**src/source/wb_ctrl_pkg.sv**
```systemverilog
// Writeback controller package
// Opcode, verdict and event encodings, the structs passed between the
// instruction checker, the fence.i flush controller and the event arbiter,
// and the trap cause constants

package wb_ctrl_pkg;

  //////////////////////////////
  // Widths and causes
  //////////////////////////////

  // Width of trap causes and interrupt ids
  parameter int unsigned CAUSE_W = 5;

  // Cause code reported for an illegal instruction exception
  localparam logic [CAUSE_W-1:0] EXC_ILLEGAL_INSN = 5'd2;

  //////////////////////////////
  // Instruction in writeback
  //////////////////////////////

  // Kind of instruction sitting in writeback, already decoded upstream
  typedef enum logic [2:0] {
    OP_OTHER  = 3'd0,
    OP_LSU    = 3'd1,
    OP_CSR    = 3'd2,
    OP_MRET   = 3'd3,
    OP_WFI    = 3'd4,
    OP_FENCEI = 3'd5
  } wb_opcode_e;

  // Privilege levels with their RISC-V encodings
  typedef enum logic [1:0] {
    PRIV_U = 2'b00,
    PRIV_M = 2'b11
  } priv_lvl_e;

  typedef struct packed {
    logic       valid;
    wb_opcode_e opcode;
  } wb_instr_t;

  //////////////////////////////
  // Results of the side-by-side parts
  //////////////////////////////

  // What the instruction checker decided for the writeback instruction
  typedef enum logic [1:0] {
    CLS_RETIRE  = 2'd0,
    CLS_MRET    = 2'd1,
    CLS_ILLEGAL = 2'd2
  } verdict_e;

  typedef struct packed {
    verdict_e verdict;
    logic     lsu;
    logic     fencei;
  } insn_class_t;

  // Busy covers the whole flush, done is the single cycle after the ack
  typedef struct packed {
    logic busy;
    logic done;
  } fencei_status_t;

  //////////////////////////////
  // Reported events
  //////////////////////////////

  typedef enum logic [2:0] {
    EV_RETIRE    = 3'd0,
    EV_EXCEPTION = 3'd1,
    EV_INTERRUPT = 3'd2,
    EV_MRET      = 3'd3,
    EV_FENCEI    = 3'd4
  } event_kind_e;

  typedef struct packed {
    logic               valid;
    event_kind_e        kind;
    logic [CAUSE_W-1:0] cause;
  } wb_event_t;

endpackage
```
**src/source/wb_ctrl_top.sv**
```systemverilog
// Writeback-stage controller
// Instruction checker and fence.i flush controller run side by side and
// the event arbiter combines their results into one registered event

`timescale 1ns/100ps

module wb_ctrl_top import wb_ctrl_pkg::*; #(
  parameter int unsigned OUTSTANDING_W = 2
) (
  input  logic                     clk,
  input  logic                     rst_n,
  input  wb_instr_t                wb_instr_i,
  input  priv_lvl_e                priv_lvl_i,
  input  logic                     mstatus_tw_i,
  input  logic [OUTSTANDING_W-1:0] lsu_outstanding_i,
  input  logic                     irq_pending_i,
  input  logic [CAUSE_W-1:0]       irq_id_i,
  input  logic                     fencei_ready_i,
  input  logic                     fencei_flush_ack_i,
  output logic                     wb_ready_o,
  output logic                     fencei_flush_req_o,
  output wb_event_t                event_o,
  output logic                     irq_ack_o
);

  // Verdict and LSU/fence.i flags of the writeback instruction
  insn_class_t    insn_class;
  // Flush progress seen by the arbiter
  fencei_status_t fencei_status;

  wb_insn_check u_insn_check (
    .wb_instr_i   (wb_instr_i),
    .priv_lvl_i   (priv_lvl_i),
    .mstatus_tw_i (mstatus_tw_i),
    .insn_class_o (insn_class)
  );

  fencei_flush_ctrl u_fencei_flush (
    .clk                (clk),
    .rst_n              (rst_n),
    .insn_class_i       (insn_class),
    .fencei_ready_i     (fencei_ready_i),
    .fencei_flush_ack_i (fencei_flush_ack_i),
    .fencei_flush_req_o (fencei_flush_req_o),
    .fencei_status_o    (fencei_status)
  );

  wb_event_arbiter #(
    .OUTSTANDING_W (OUTSTANDING_W)
  ) u_event_arbiter (
    .clk               (clk),
    .rst_n             (rst_n),
    .wb_instr_i        (wb_instr_i),
    .insn_class_i      (insn_class),
    .fencei_status_i   (fencei_status),
    .lsu_outstanding_i (lsu_outstanding_i),
    .irq_pending_i     (irq_pending_i),
    .irq_id_i          (irq_id_i),
    .wb_ready_o        (wb_ready_o),
    .event_o           (event_o),
    .irq_ack_o         (irq_ack_o)
  );

endmodule

```
**src/source/wb_event_arbiter.sv**
```systemverilog
// Writeback event arbiter
// Combines the instruction verdict, the fence.i flush status and pending
// interrupts into one decision per cycle, holds the writeback slot while a
// flush runs, and registers the resulting event and interrupt ack

`timescale 1ns/100ps

module wb_event_arbiter import wb_ctrl_pkg::*; #(
  parameter int unsigned OUTSTANDING_W = 2
) (
  input  logic                     clk,
  input  logic                     rst_n,
  input  wb_instr_t                wb_instr_i,
  input  insn_class_t              insn_class_i,
  input  fencei_status_t           fencei_status_i,
  input  logic [OUTSTANDING_W-1:0] lsu_outstanding_i,
  input  logic                     irq_pending_i,
  input  logic [CAUSE_W-1:0]       irq_id_i,
  output logic                     wb_ready_o,
  output wb_event_t                event_o,
  output logic                     irq_ack_o
);

  logic      irq_allowed;
  logic      irq_take;
  logic      irq_ack_d;
  logic      irq_ack_q;
  wb_event_t event_d;
  wb_event_t event_q;

  //////////////////////////////
  // Interrupt gating
  //////////////////////////////

  // A load/store in writeback or on the bus cannot be undone, so an
  // interrupt has to wait until the LSU is quiet
  // A running fence.i flush is not interruptible either
  // The cycle right after an ack is blanked as well, since the pending
  // line from the interrupt controller only clears once the ack is seen
  assign irq_allowed = !insn_class_i.lsu &&
                       (lsu_outstanding_i == '0) &&
                       !fencei_status_i.busy &&
                       !irq_ack_q;

  assign irq_take = irq_pending_i && irq_allowed;

  //////////////////////////////
  // Decision
  //////////////////////////////

  always_comb begin
    event_d    = '0;
    event_d.kind = EV_RETIRE;
    irq_ack_d  = 1'b0;
    wb_ready_o = 1'b0;

    if (fencei_status_i.done) begin
      // Flush finished, the fence.i leaves writeback now
      event_d.valid = 1'b1;
      event_d.kind  = EV_FENCEI;
      wb_ready_o    = 1'b1;
    end else if (irq_take) begin
      // The interrupt kills whatever sits in writeback
      // With an empty slot there is nothing to consume
      event_d.valid = 1'b1;
      event_d.kind  = EV_INTERRUPT;
      event_d.cause = irq_id_i;
      irq_ack_d     = 1'b1;
      wb_ready_o    = wb_instr_i.valid;
    end else if (wb_instr_i.valid && !fencei_status_i.busy) begin
      event_d.valid = 1'b1;
      wb_ready_o    = 1'b1;
      unique case (insn_class_i.verdict)
        CLS_ILLEGAL: begin
          event_d.kind  = EV_EXCEPTION;
          event_d.cause = EXC_ILLEGAL_INSN;
        end
        CLS_MRET: begin
          // Privilege restore by mret happens elsewhere
          event_d.kind = EV_MRET;
        end
        default: begin
          event_d.kind = EV_RETIRE;
        end
      endcase
    end
  end

  //////////////////////////////
  // Registered outputs
  //////////////////////////////

  always_ff @(posedge clk or negedge rst_n) begin
    if (!rst_n) begin
      event_q   <= '0;
      irq_ack_q <= 1'b0;
    end else begin
      event_q   <= event_d;
      irq_ack_q <= irq_ack_d;
    end
  end

  assign event_o   = event_q;
  assign irq_ack_o = irq_ack_q;

  //////////////////////////////
  // Interrupt checks
  //////////////////////////////

  // Each taken interrupt is acknowledged exactly once
  a_irq_ack_single_cycle :
    assert property (@(posedge clk) disable iff (!rst_n)
                     irq_ack_o |=> !irq_ack_o)
      else $error("irq_ack held for more than one cycle");

  // The ack is registered, so the LSU count is checked in the deciding cycle
  a_irq_ack_no_outstanding :
    assert property (@(posedge clk) disable iff (!rst_n)
                     irq_ack_o |-> $past(lsu_outstanding_i == '0))
      else $error("Interrupt taken with load/store transactions outstanding");

  // A load/store in writeback never gets killed by an interrupt
  a_no_irq_over_lsu :
    assert property (@(posedge clk) disable iff (!rst_n)
                     (wb_instr_i.valid && insn_class_i.lsu) |=>
                     !(event_o.valid && (event_o.kind == EV_INTERRUPT)))
      else $error("Interrupt event after a load/store in writeback");

endmodule

```
**src/source/fencei_flush_ctrl.sv**
```systemverilog
// Fence.i flush controller
// Runs the req/ack flush handshake for a fence.i in writeback once the
// write buffer is empty, and reports busy and done to the event arbiter

`timescale 1ns/100ps

module fencei_flush_ctrl import wb_ctrl_pkg::*; (
  input  logic           clk,
  input  logic           rst_n,
  input  insn_class_t    insn_class_i,
  input  logic           fencei_ready_i,
  input  logic           fencei_flush_ack_i,
  output logic           fencei_flush_req_o,
  output fencei_status_t fencei_status_o
);

  typedef enum logic [1:0] {
    FL_IDLE       = 2'd0,
    FL_WAIT_READY = 2'd1,
    FL_REQ        = 2'd2,
    FL_DONE       = 2'd3
  } fl_state_e;

  fl_state_e state_q;
  fl_state_e state_d;

  //////////////////////////////
  // Next state
  //////////////////////////////

  always_comb begin
    state_d = state_q;

    unique case (state_q)
      FL_IDLE: begin
        // A valid fence.i starts the flush at once if the write buffer
        // is already empty, otherwise it waits for it to drain
        if (insn_class_i.fencei) begin
          if (fencei_ready_i) begin
            state_d = FL_REQ;
          end else begin
            state_d = FL_WAIT_READY;
          end
        end
      end
      FL_WAIT_READY: begin
        if (fencei_ready_i) begin
          state_d = FL_REQ;
        end
      end
      FL_REQ: begin
        // Req is held until the ack arrives together with it
        if (fencei_flush_ack_i) begin
          state_d = FL_DONE;
        end
      end
      FL_DONE: begin
        // The arbiter retires the fence.i in this cycle
        state_d = FL_IDLE;
      end
      default: begin
        state_d = FL_IDLE;
      end
    endcase
  end

  always_ff @(posedge clk or negedge rst_n) begin
    if (!rst_n) begin
      state_q <= FL_IDLE;
    end else begin
      state_q <= state_d;
    end
  end

  //////////////////////////////
  // Outputs
  //////////////////////////////

  // Req is a decode of the registered state and so rises one cycle after
  // the fence.i is seen with the write buffer empty
  assign fencei_flush_req_o = (state_q == FL_REQ);

  always_comb begin
    fencei_status_o = '0;
    unique case (state_q)
      // Busy already in the first cycle so the fence.i is not retired early
      FL_IDLE:       fencei_status_o.busy = insn_class_i.fencei;
      FL_WAIT_READY: fencei_status_o.busy = 1'b1;
      FL_REQ:        fencei_status_o.busy = 1'b1;
      FL_DONE:       fencei_status_o.done = 1'b1;
      default:       fencei_status_o = '0;
    endcase
  end

  //////////////////////////////
  // Handshake checks
  //////////////////////////////

  // The flush may only be requested while the write buffer stays empty
  a_req_needs_ready :
    assert property (@(posedge clk) disable iff (!rst_n)
                     fencei_flush_req_o |-> fencei_ready_i)
      else $error("fence.i flush req high while write buffer not empty");

  // Req is never withdrawn without an ack in the cycle before
  a_req_fall_after_ack :
    assert property (@(posedge clk) disable iff (!rst_n)
                     $fell(fencei_flush_req_o) |-> $past(fencei_flush_ack_i))
      else $error("fence.i flush req dropped without ack");

  // A completed handshake does not leave req standing
  a_req_clear_after_ack :
    assert property (@(posedge clk) disable iff (!rst_n)
                     (fencei_flush_req_o && fencei_flush_ack_i) |=> !fencei_flush_req_o)
      else $error("fence.i flush req not cleared after req and ack");

endmodule

```
**src/source/wb_insn_check.sv**
```systemverilog
// Writeback instruction checker
// Classifies the instruction in writeback and applies the privilege rules
// for mret and WFI. Purely combinational

`timescale 1ns/100ps

module wb_insn_check import wb_ctrl_pkg::*; (
  input  wb_instr_t   wb_instr_i,
  input  priv_lvl_e   priv_lvl_i,
  input  logic        mstatus_tw_i,
  output insn_class_t insn_class_o
);

  logic user_mode;

  // Only user and machine mode exist, so anything not M is treated as U
  assign user_mode = (priv_lvl_i != PRIV_M);

  always_comb begin
    insn_class_o = '0;
    insn_class_o.verdict = CLS_RETIRE;

    unique case (wb_instr_i.opcode)
      OP_MRET: begin
        // mret is a machine mode instruction
        // From user mode it traps as illegal
        if (user_mode) begin
          insn_class_o.verdict = CLS_ILLEGAL;
        end else begin
          insn_class_o.verdict = CLS_MRET;
        end
      end
      OP_WFI: begin
        // With mstatus.tw set, a WFI from user mode is illegal
        // Without tw it behaves like a nop here and simply retires
        if (user_mode && mstatus_tw_i) begin
          insn_class_o.verdict = CLS_ILLEGAL;
        end else begin
          insn_class_o.verdict = CLS_RETIRE;
        end
      end
      OP_LSU: begin
        insn_class_o.lsu = wb_instr_i.valid;
      end
      OP_FENCEI: begin
        insn_class_o.fencei = wb_instr_i.valid;
      end
      OP_CSR, OP_OTHER: begin
        // CSR accesses have their own checks upstream and retire here
        insn_class_o.verdict = CLS_RETIRE;
      end
      default: begin
        insn_class_o.verdict = CLS_RETIRE;
      end
    endcase
  end

endmodule

```
**config.mk**
```make
export PLATFORM = sky130hd
export DESIGN_NAME = wb_ctrl_top
export DESIGN_NICKNAME = d
export VERILOG_FILES = /design/src/source/wb_ctrl_pkg.sv /design/src/source/wb_ctrl_top.sv /design/src/source/wb_event_arbiter.sv /design/src/source/fencei_flush_ctrl.sv /design/src/source/wb_insn_check.sv
export SDC_FILE = /design/constraint.sdc
export NUM_CORES = 1
export LEC_CHECK = 0
export BUFFER_PORTS_ARGS = -buffer_cell sky130_fd_sc_hd__buf_4
export CAP_MARGIN = 20
export CORE_AREA = 3 3 42 44
export CTS_CLUSTER_SIZE = 28
export DETAILED_ROUTE_END_ITERATION = 12
export DIE_AREA = 0 0 45 47
export HOLD_SLACK_MARGIN = 0.05
export PLACE_DENSITY = 0.87
export SLEW_MARGIN = 0
export SYNTH_ARGS = -nofsm -noshare
export SYNTH_HDL_FRONTEND = slang
export SYNTH_HIERARCHICAL = 1
export SYNTH_SLANG_ARGS = --single-unit
export TNS_END_PERCENT = 30
```
**constraint.sdc**
```tcl
create_clock -name clk -period 5.9 [get_ports clk]
set_clock_uncertainty 0.05 [all_clocks]
set_input_delay 0 -clock clk [delete_from_list [all_inputs] [get_ports clk]]
set_output_delay 0 -clock clk [all_outputs]
set_load 0.01 [all_outputs]
```
# Word-level counts from Yosys, hierarchy flattened
# Index checks and enable logic that the tools add are counted.
[word_totals] rom_bits=0 ram_bits=0 mem_count=0 elab_cells=54 latch_bits=0 register_bits=12 output_inout_bits=12
[classes] shift=0 n_bitwise=0 mul=0 n_eq_ne=13 magnitude_cmp=0 addsub=0 div_mod_pow=0 muxes=23 n_reduce_logical=13
[op_table] operator="2-to-1 mux 9 bit" n=2
[op_table] operator="2-to-1 mux 2 bit" n=7
[op_table] operator="2-to-1 mux 1 bit" n=8
[op_table] operator="inequality test 2 bit (second input constant)" n=4
[op_table] operator="one-hot mux 2 bit (2 select lines)" n=2
[op_table] operator="one-hot mux 2 bit (4 select lines)" n=1
[op_table] operator="equality test 2 bit (second input constant)" n=3
[op_table] operator="equality test 3 bit (second input constant)" n=2
[op_table] operator="logical AND 1 bit" n=6
[op_table] operator="2-to-1 mux 5 bit" n=1
[op_table] operator="equality test 2 x 1 -> 1 bit (second input constant)" n=2
[op_table] operator="logical NOT 2 bit" n=2
[op_table] operator="2-to-1 mux 4 bit" n=1
[op_table] operator="equality test 3 x 1 -> 1 bit (second input constant)" n=1
[op_table] operator="equality test 3 x 2 -> 1 bit (second input constant)" n=1
[op_table] operator="logical NOT 1 bit" n=3
[op_table] operator="AND reduction 3 bit" n=1
[op_table] operator="one-hot mux 1 bit (2 select lines)" n=1
[op_table] operator="OR reduction 2 bit" n=1

# Longest topological paths before layout
# Gate-level depths: netlist (run 1).
[depth] word_depth=9 depth_mapped=7

# By module
# The synthesis (run 1) kept the hierarchy.
[by_module_without_submodules] mod="wb_event_arbiter" cells_per_inst=30 area_each_um2=419.2 n_inst=1
[by_module_without_submodules] mod="fencei_flush_ctrl" cells_per_inst=19 area_each_um2=190.2 n_inst=1
[by_module_without_submodules] mod="wb_insn_check" cells_per_inst=7 area_each_um2=56.3 n_inst=1

# Worst setup path before layout (run 1)
# No wires, ideal clock.
[synth_path] path_type="reg-to-reg" from="register u_fencei_flush.state_q[0]" to="register u_event_arbiter.event_q, in the netlist u_event_arbiter/event_o[5]" path_stages_with_launch=8 t_arrival_ns=1.926 required_ns=5.721 setup_ns=0.129 synth_period_minus_slack_ns=2.105 path_slack_ns=3.795 n_path_buf=0 cell_sequence="dfrtp_1 -> inv_1 -> ha_1 -> a21oi_1 -> nor2_1 -> or4b_4 -> or3_4 -> nor4b_2"
[synth_lines] item="start, declared" line="fencei_flush_ctrl.sv:24" rtl="fl_state_e state_q;"
[synth_lines] item="start signal, assigned" line="fencei_flush_ctrl.sv:71" rtl="state_q <= state_d;"
[synth_lines] item="end signal, assigned" line="wb_event_arbiter.sv:98" rtl="event_q <= event_d;"
[synth_lines] item="end, declared" line="wb_event_arbiter.sv:29" rtl="wb_event_t event_q;"

==> results of run 1 <==
==> cells by family after synthesis <==
| kind of cell | after synthesis | synth area share [%] |
|---|---|---|
| simple gates | 21 | 26.1 |
| flops | 12 | 45.1 |
| buf+inv | 7 | 3.95 |
| fa+ha+maj | 7 | 13.2 |
| mux | 5 | 7.52 |
| compound gates | 4 | 4.14 |
==> power by group <==
group	switching (mW)	internal [mW]	total, mW
Combinational	0.0876	0.0981	0.186
Clock	0.0285	0.0375	0.0661
Sequential	0.00938	0.102	0.111
==> cells in the mapped netlist (all sizes together) <==
cell,n,share of area [%]
or4b,1,2.1
or3b,1,1.3
nand4bb,1,1.7
inv,7,3.9
and2,4,3.8
mux2i,5,7.5
a222oi,1,1.5
dfrtp,12,45
nor4,1,1.9
a21oi,2,1.5
ha,7,13
nand2b,4,4.1
nand3b,2,2.3
nand2,1,0.56
or3,1,1.7
and4bb,1,1.9
and4b,1,1.5
nor4b,1,2.3
nor2,2,1.1
a21boi,1,1.1
==> area by class of cell <==
| class | instances | area [µm²] | share of cell area, % |
|---|---|---|---|
| repair buffers | 42 | 345 | 32.4 |
| multi-input cells | 37 | 339 | 31.8 |
| flip-flops and latches | 12 | 300 | 28.1 |
| clock buffers | 4 | 36.3 | 3.40 |
| well taps | 16 | 20.0 | 1.88 |
| inverters | 7 | 26.3 | 2.46 |
==> stage by stage <==
| stage | setup WS (ns) | hold WS (ns) | power (mW) |
|---|---|---|---|
| after global routing | 3.03 | 0.0594 | 0.387 |
| after CTS | 3.16 | 0.0558 | 0.364 |
| final | 3.14 | 0.0570 | 0.363 |
| after global placement | 3.75 | -0.208 | 0.281 |
| after floorplan | 3.79 | -0.346 | 0.224 |
| after detailed placement | 3.69 | -0.202 | 0.289 |
==> layer usage <==
metal	routed length, µm	vias up	global-route usage, %
li1	-	286	-
met1	671	263	21.2
met2	841	23	30.2
met3	73	4	3.45
met4	41	0	12.3
met5	0	-	0
==> what timing repair did <==
item                                    CTS  global route
hold buffers                             12             0
hold endpoints to repair                 22             0
endpoints found under the setup margin    0             0
==> final timing paths <==
kind | to | startpoint
max in group asynchronous | u_fencei_flush/state_q[0]$_DFFE_PN0P_ | rst_n
min in group clk | u_fencei_flush/state_q[0]$_DFFE_PN0P_ | fencei_flush_ack_i
worst min-delay path | u_event_arbiter/irq_ack_o$_DFF_PN0_ | rst_n
worst max register to register | u_event_arbiter/event_o[1]$_DFF_PN0_ | u_fencei_flush/state_q[0]$_DFFE_PN0P_
worst min register to register | u_fencei_flush/state_q[1]$_DFFE_PN0P_ | u_fencei_flush/state_q[1]$_DFFE_PN0P_
worst max-delay path | u_event_arbiter/event_o[1]$_DFF_PN0_ | u_fencei_flush/state_q[0]$_DFFE_PN0P_
==> registers in the layout, summed over array words and instances, names as in the netlist <==
name and flops:
u_event_arbiter/event_o 9, u_event_arbiter/irq_ack_o 1, u_fencei_flush/state_q 2
==> worst max-delay path, stage by stage (launching register included) <==
cell,delay (ns)
dfrtp_1,0.38
inv_1,0.10
ha_1,0.31
a21oi_1,0.12
nor2_1,0.07
or4b_4,0.53
or3_4,0.37
mux2i_1,0.19
dlygate4sd3_1,0.57
==> results by group, run 1 <==
Run status
  – Status: complete, no violations

Timing
  – RSZ-0062 raised after global routing: false
  – Tcrit/Tclk final: 46.7%
  – Final hold vios: 0
  – Max Clk Rate: 363 MHz
  – Fin crit period: 2.76 ns
  – Setup_tns: 0 ns
  – Slew headroom: 66.1%
  – Final setup violation count: 0
  – Max Transition Viols Final: 0
  – Slew @ Worst Pin: 0.509 ns

Cells and area
  – Final nets: 129
  – # diodes: 0
  – Final non-filler cell total: 118
  – Layout area overhead: 60.3%
  – Core Util, Final: 72.5%
  – Filler instances: 112
  – Layout cells sized above 1: 40.2%
  – Most common cell after layout, fill and taps aside: buf_4
  – Design area: 1070 µm²
  – Commonest non-fill, non-tap cells in the layout: buf_4 (30), dlygate4sd3_1 (12), dfrtp_1 (12)

Synth
  – Syn Area/Cell: 11.9 µm²
  – Post-synthesis cell count: 56
  – Ys Warns: 6
  – Netlist cell types: 21
  – Synth Net Count: 82
  – Post-Syn Area: 666 µm²
  – FF+latch count, synth: 12
  – Post-synthesis sequential area ratio: 45.1%

Hold path
  – Type of the worst min-delay path: in2async

Placement
  – RD Place Congestion: 0.697
  – PortBufs: 30
  – Placed Area: 911 µm²
  – Placed cell count: 102
  – HPWL Detailed: 1.19 mm

Route
  – # DRC: 0
  – Drt initial violations: 12
  – Routed WL: 1.63 mm
  – Vias after detailed routing: 576
  – Vias per cell: 4.88
  – Post-route antenna net violation count: 0
  – DRT Pass-1 Iters: 4
  – Routed wire per std cell: 13.8 µm

Die
  – Core ar.: 1470 µm²
  – Row cnt: 14
  – Die ar.: 2120 µm²
  – IO Count: 31
  – Die height: 47 µm
  – Initial Util: 45.2%
  – DIE WIDTH: 45 µm

Clocking
  – Worst-case clock buffer depth: 2
  – Reg clk slew, reported paths: 0.08 ns
  – Total CTS buffers: 3
  – CTS Sinks: 12
  – Post-CTS Setup Repair Bufs: 0
  – H-tree depth: 1
  – Worst skew pair latency: 0.27 ns
  – TritonCTS clock tree: yes
  – Root Buffer: clkbuf_4
  – Resize count post-CTS: 0

GRT
  – Total track usage: 18.2%
  – Vias in the first global route: 605
  – Grt total ovfl: 0
  – First-pass GRT wire length: 2.63 mm
  – Largest net degree at the start of global routing: 13
  – Initial antenna violation count: 0

Power
  – Worst IR Drop VDD: 0.213 mV
  – Pwr per Cell Area: 340 nW/µm²
  – Static Leakage: 0.560 nW

Setup path
  – CP Max Fanout: 4
  – Worst reg-to-reg setup slack: 3.14 ns
  – CP Launch Type: flip-flop
  – WS Path Type: reg2reg
  – Required time worst endpoint: 6.07 ns
  – WP data arrival: 2.92 ns
  – Critical Path Sink Type: flip-flop
  – Worst reg-to-reg path cell count: 8

Flow run
  – Max-cap violation count: 0
Note: power is estimated with default switching activity, not from simulation.
==> inputs of run 2 (changes only) <==
- ABC_AREA: unset -> 1
- CORE_AREA: 3 3 42 44 -> 3 3 53 43
- DIE_AREA: 0 0 45 47 -> 0 0 56 46
- PLACE_DENSITY: 0.87 -> 0.81
- clock period: 5.9 -> 2.4 ns (I/O delays scaled with it)
==> results by group, run 2 <==
Run status
  – Status: complete, no violations

Setup path
  – CP Launch Type: flip-flop
  – RR Startpoint: u_fencei_flush/state_q[0]$_DFFE_PN0P_
  – WP data arrival: 1.76 ns
  – Reg2reg end: u_event_arbiter/event_o[3]$_DFF_PN0_
  – Worst reg-to-reg path cell count: 9
  – Worst reg-to-reg setup slack: 0.71 ns
  – WS Path Type: reg2out
  – CP Max Fanout: 4
  – Required time worst endpoint: 2.35 ns
  – Critical Path Sink Type: output port

Clocking
  – Reg clk slew, reported paths: 0.07 ns
  – H-tree depth: 1
  – TritonCTS clock tree: yes
  – Root Buffer: clkbuf_4
  – Worst skew pair latency: 0.26 ns
  – CTS Sinks: 12
  – Resize count post-CTS: 0
  – Total CTS buffers: 3
  – Post-CTS Setup Repair Bufs: 0
  – Worst-case clock buffer depth: 2

Synth
  – Commonest register cell after synthesis: dfrtp_1
  – Post-Syn Area: 732 µm²
  – Post-synthesis sequential area ratio: 41.0%
  – Async S/R FF share, synth: 100%
  – Netlist cell types: 16
  – Syn Area/Cell: 8.13 µm²
  – Synth Net Count: 116
  – Synth top area cells: dfrtp_1 (41%), ha_1 (12%), nand2_1 (10%)
  – Area fraction of the dominant cell type after synthesis: 41.0%
  – Ys Warns: 6
  – Post-synth top area cell: dfrtp_1
  – Synth top cells by count: nand2_1 (20), inv_1 (17), dfrtp_1 (12)
  – EDFF count, synth: 0
  – Post-synthesis cell count: 90
  – Count leader, synth: nand2_1
  – FF+latch count, synth: 12

Power
  – Internal power: 0.495 mW
  – Gate power share: 53.2%
  – Sequential share of power: 32.6%
  – Pwr per Cell Area: 775 nW/µm²
  – Sw Pwr: 0.348 mW
  – Worst IR Drop VDD: 0.338 mV
  – Switching share of power: 41.3%
  – Static Leakage: 0.608 nW
  – Clock share of power: 14.2%

Route
  – Routed WL: 1.84 mm
  – Drt initial violations: 13
  – Routed wire per std cell: 12.0 µm
  – Vias per cell: 4.46
  – Post-route antenna net violation count: 0
  – Vias after detailed routing: 682
  – # DRC: 0
  – DRT Pass-1 Iters: 4

Cells and area
  – Max reg flops: 9
  – Final nets: 159
  – Commonest non-fill, non-tap cells in the layout: buf_4 (30), nand2_1 (20), inv_1 (17)
  – # diodes: 0
  – Most common cell after layout, fill and taps aside: buf_4
  – Layout area overhead: 48.5%
  – Layout cells sized above 1: 38.2%

Timing
  – Fin crit period: 1.81 ns
  – Max Clk Rate: 552 MHz
  – Slew @ Worst Pin: 0.251 ns
  – Final hold vios: 0
  – Slew headroom: 83.1%
  – Setup_tns: 0 ns
  – Tcrit/Tclk final: 75.4%
  – Hold WS: 0.0567 ns
  – RSZ-0062 raised after global routing: false
  – Final setup violation count: 0
  – Max Transition Viols Final: 0

Die
  – Die height: 46 µm
  – Initial Util: 41.7%
  – IO Count: 31
  – DIE WIDTH: 56 µm
  – Die ar.: 2580 µm²
  – Core ar.: 1760 µm²
  – Row cnt: 13

Placement
  – RD Place Congestion: 0.861
  – HPWL Detailed: 1.38 mm
  – PortBufs: 30

GRT
  – GR Layer Usage met3: 5.67%
  – Busiest metal layer after global routing: met2
  – Total track usage: 16.6%
  – First-pass GRT wire length: 3.13 mm
  – Largest net degree at the start of global routing: 13
  – Initial antenna violation count: 0
  – GR Util met2: 30.5%
  – Met1 usage: 18.0%
  – Vias in the first global route: 688
  – Grt total ovfl: 0

Hold path
  – Type of the worst min-delay path: in2async

Flow run
  – Max-cap violation count: 0
[run 2: cell types whose count changed in the layout (fill, tap and decap cells not counted), sizes merged, moves of 3 or more]
cell         delta
dlygate4sd3     -4
nor2           +15
nand2b          -4
nand2          +22
o21ai           +3
and2            -4
inv            +13
nand3           +4
mux2i           -5
[run 2: logic make-up after synthesis]
kind of cell / after synthesis / synth area share, %
buf+inv: 20 / 10.3
flops: 12 / 41.0
fa+ha+maj: 7 / 12.0
simple gates: 46 / 32.8
compound gates: 5 / 3.93
[run 2: worst max-delay path, stage by stage, from the launching register on]
cell and delay [ns]:
dfrtp_1 0.43, inv_1 0.11, ha_1 0.30, inv_1 0.07, a21oi_1 0.09, nor2_1 0.23
inv_1 0.08, nand2_1 0.07, buf_4 0.12
[run 2: repair_timing]
action | 4_1_cts | 5_1_grt
hold buffers | 8 | 0
endpoints found under the setup margin | 0 | 0
endpoints found under the hold margin | 20 | 0
[run 2: metal layers]
metal | wire [µm] | vias up
li1 | - | 350
met1 | 743 | 308
met2 | 996 | 24
met3 | 96 | 0
met4 | 0 | 0
met5 | 0 | -
[run 2: worst max-delay path by stage]
stage / startpoint / to / slack, ns / depth (start not counted)
5_1_grt: u_fencei_flush/state_q[0]$_DFFE_PN0P_ / wb_ready_o / 0.44 / 8
3_3_place_gp: u_fencei_flush/state_q[0]$_DFFE_PN0P_ / u_event_arbiter/event_o[1]$_DFF_PN0_ / 0.89 / 9
3_5_place_dp: u_fencei_flush/state_q[0]$_DFFE_PN0P_ / u_event_arbiter/event_o[3]$_DFF_PN0_ / 0.78 / 9
4_1_cts: u_fencei_flush/state_q[0]$_DFFE_PN0P_ / wb_ready_o / 0.61 / 8
6_report: u_fencei_flush/state_q[0]$_DFFE_PN0P_ / wb_ready_o / 0.59 / 8
2_1_floorplan: u_fencei_flush/state_q[0]$_DFFE_PN0P_ / u_event_arbiter/event_o[0]$_DFF_PN0_ / 0.97 / 9
[run 2: area by class of cell]
cell class | count | area [µm²]
Sequential cell | 12 | 300
Multi-Input combinational cell | 58 | 357
Timing Repair Buffer | 38 | 305
Clock buffer | 3 | 22.5
Tap cell | 22 | 27.5
Inverter | 20 | 75.1
Fill cell | 135 | 669
[run 2: power groups by stage]
stage	Sequential [mW]	Combinational [mW]	Clock [mW]
after floorplan	0.286	0.265	0
after global placement	0.273	0.416	0
after detailed placement	0.278	0.436	0
after CTS	0.274	0.448	0.122
after global routing	0.279	0.500	0.136
final	0.275	0.448	0.120
[run 2: metrics by stage]
stage,utilization (%),instances,setup WS (ns),power (mW),area [µm²]
after detailed placement,56.1,142,0.778,0.714,985
after floorplan,-,90,0.965,0.551,732
after global routing,61.9,153,0.437,0.916,1090
after global placement,56.1,142,0.894,0.689,985
after CTS,61.9,153,0.607,0.844,1090
final,61.9,153,0.590,0.843,1090
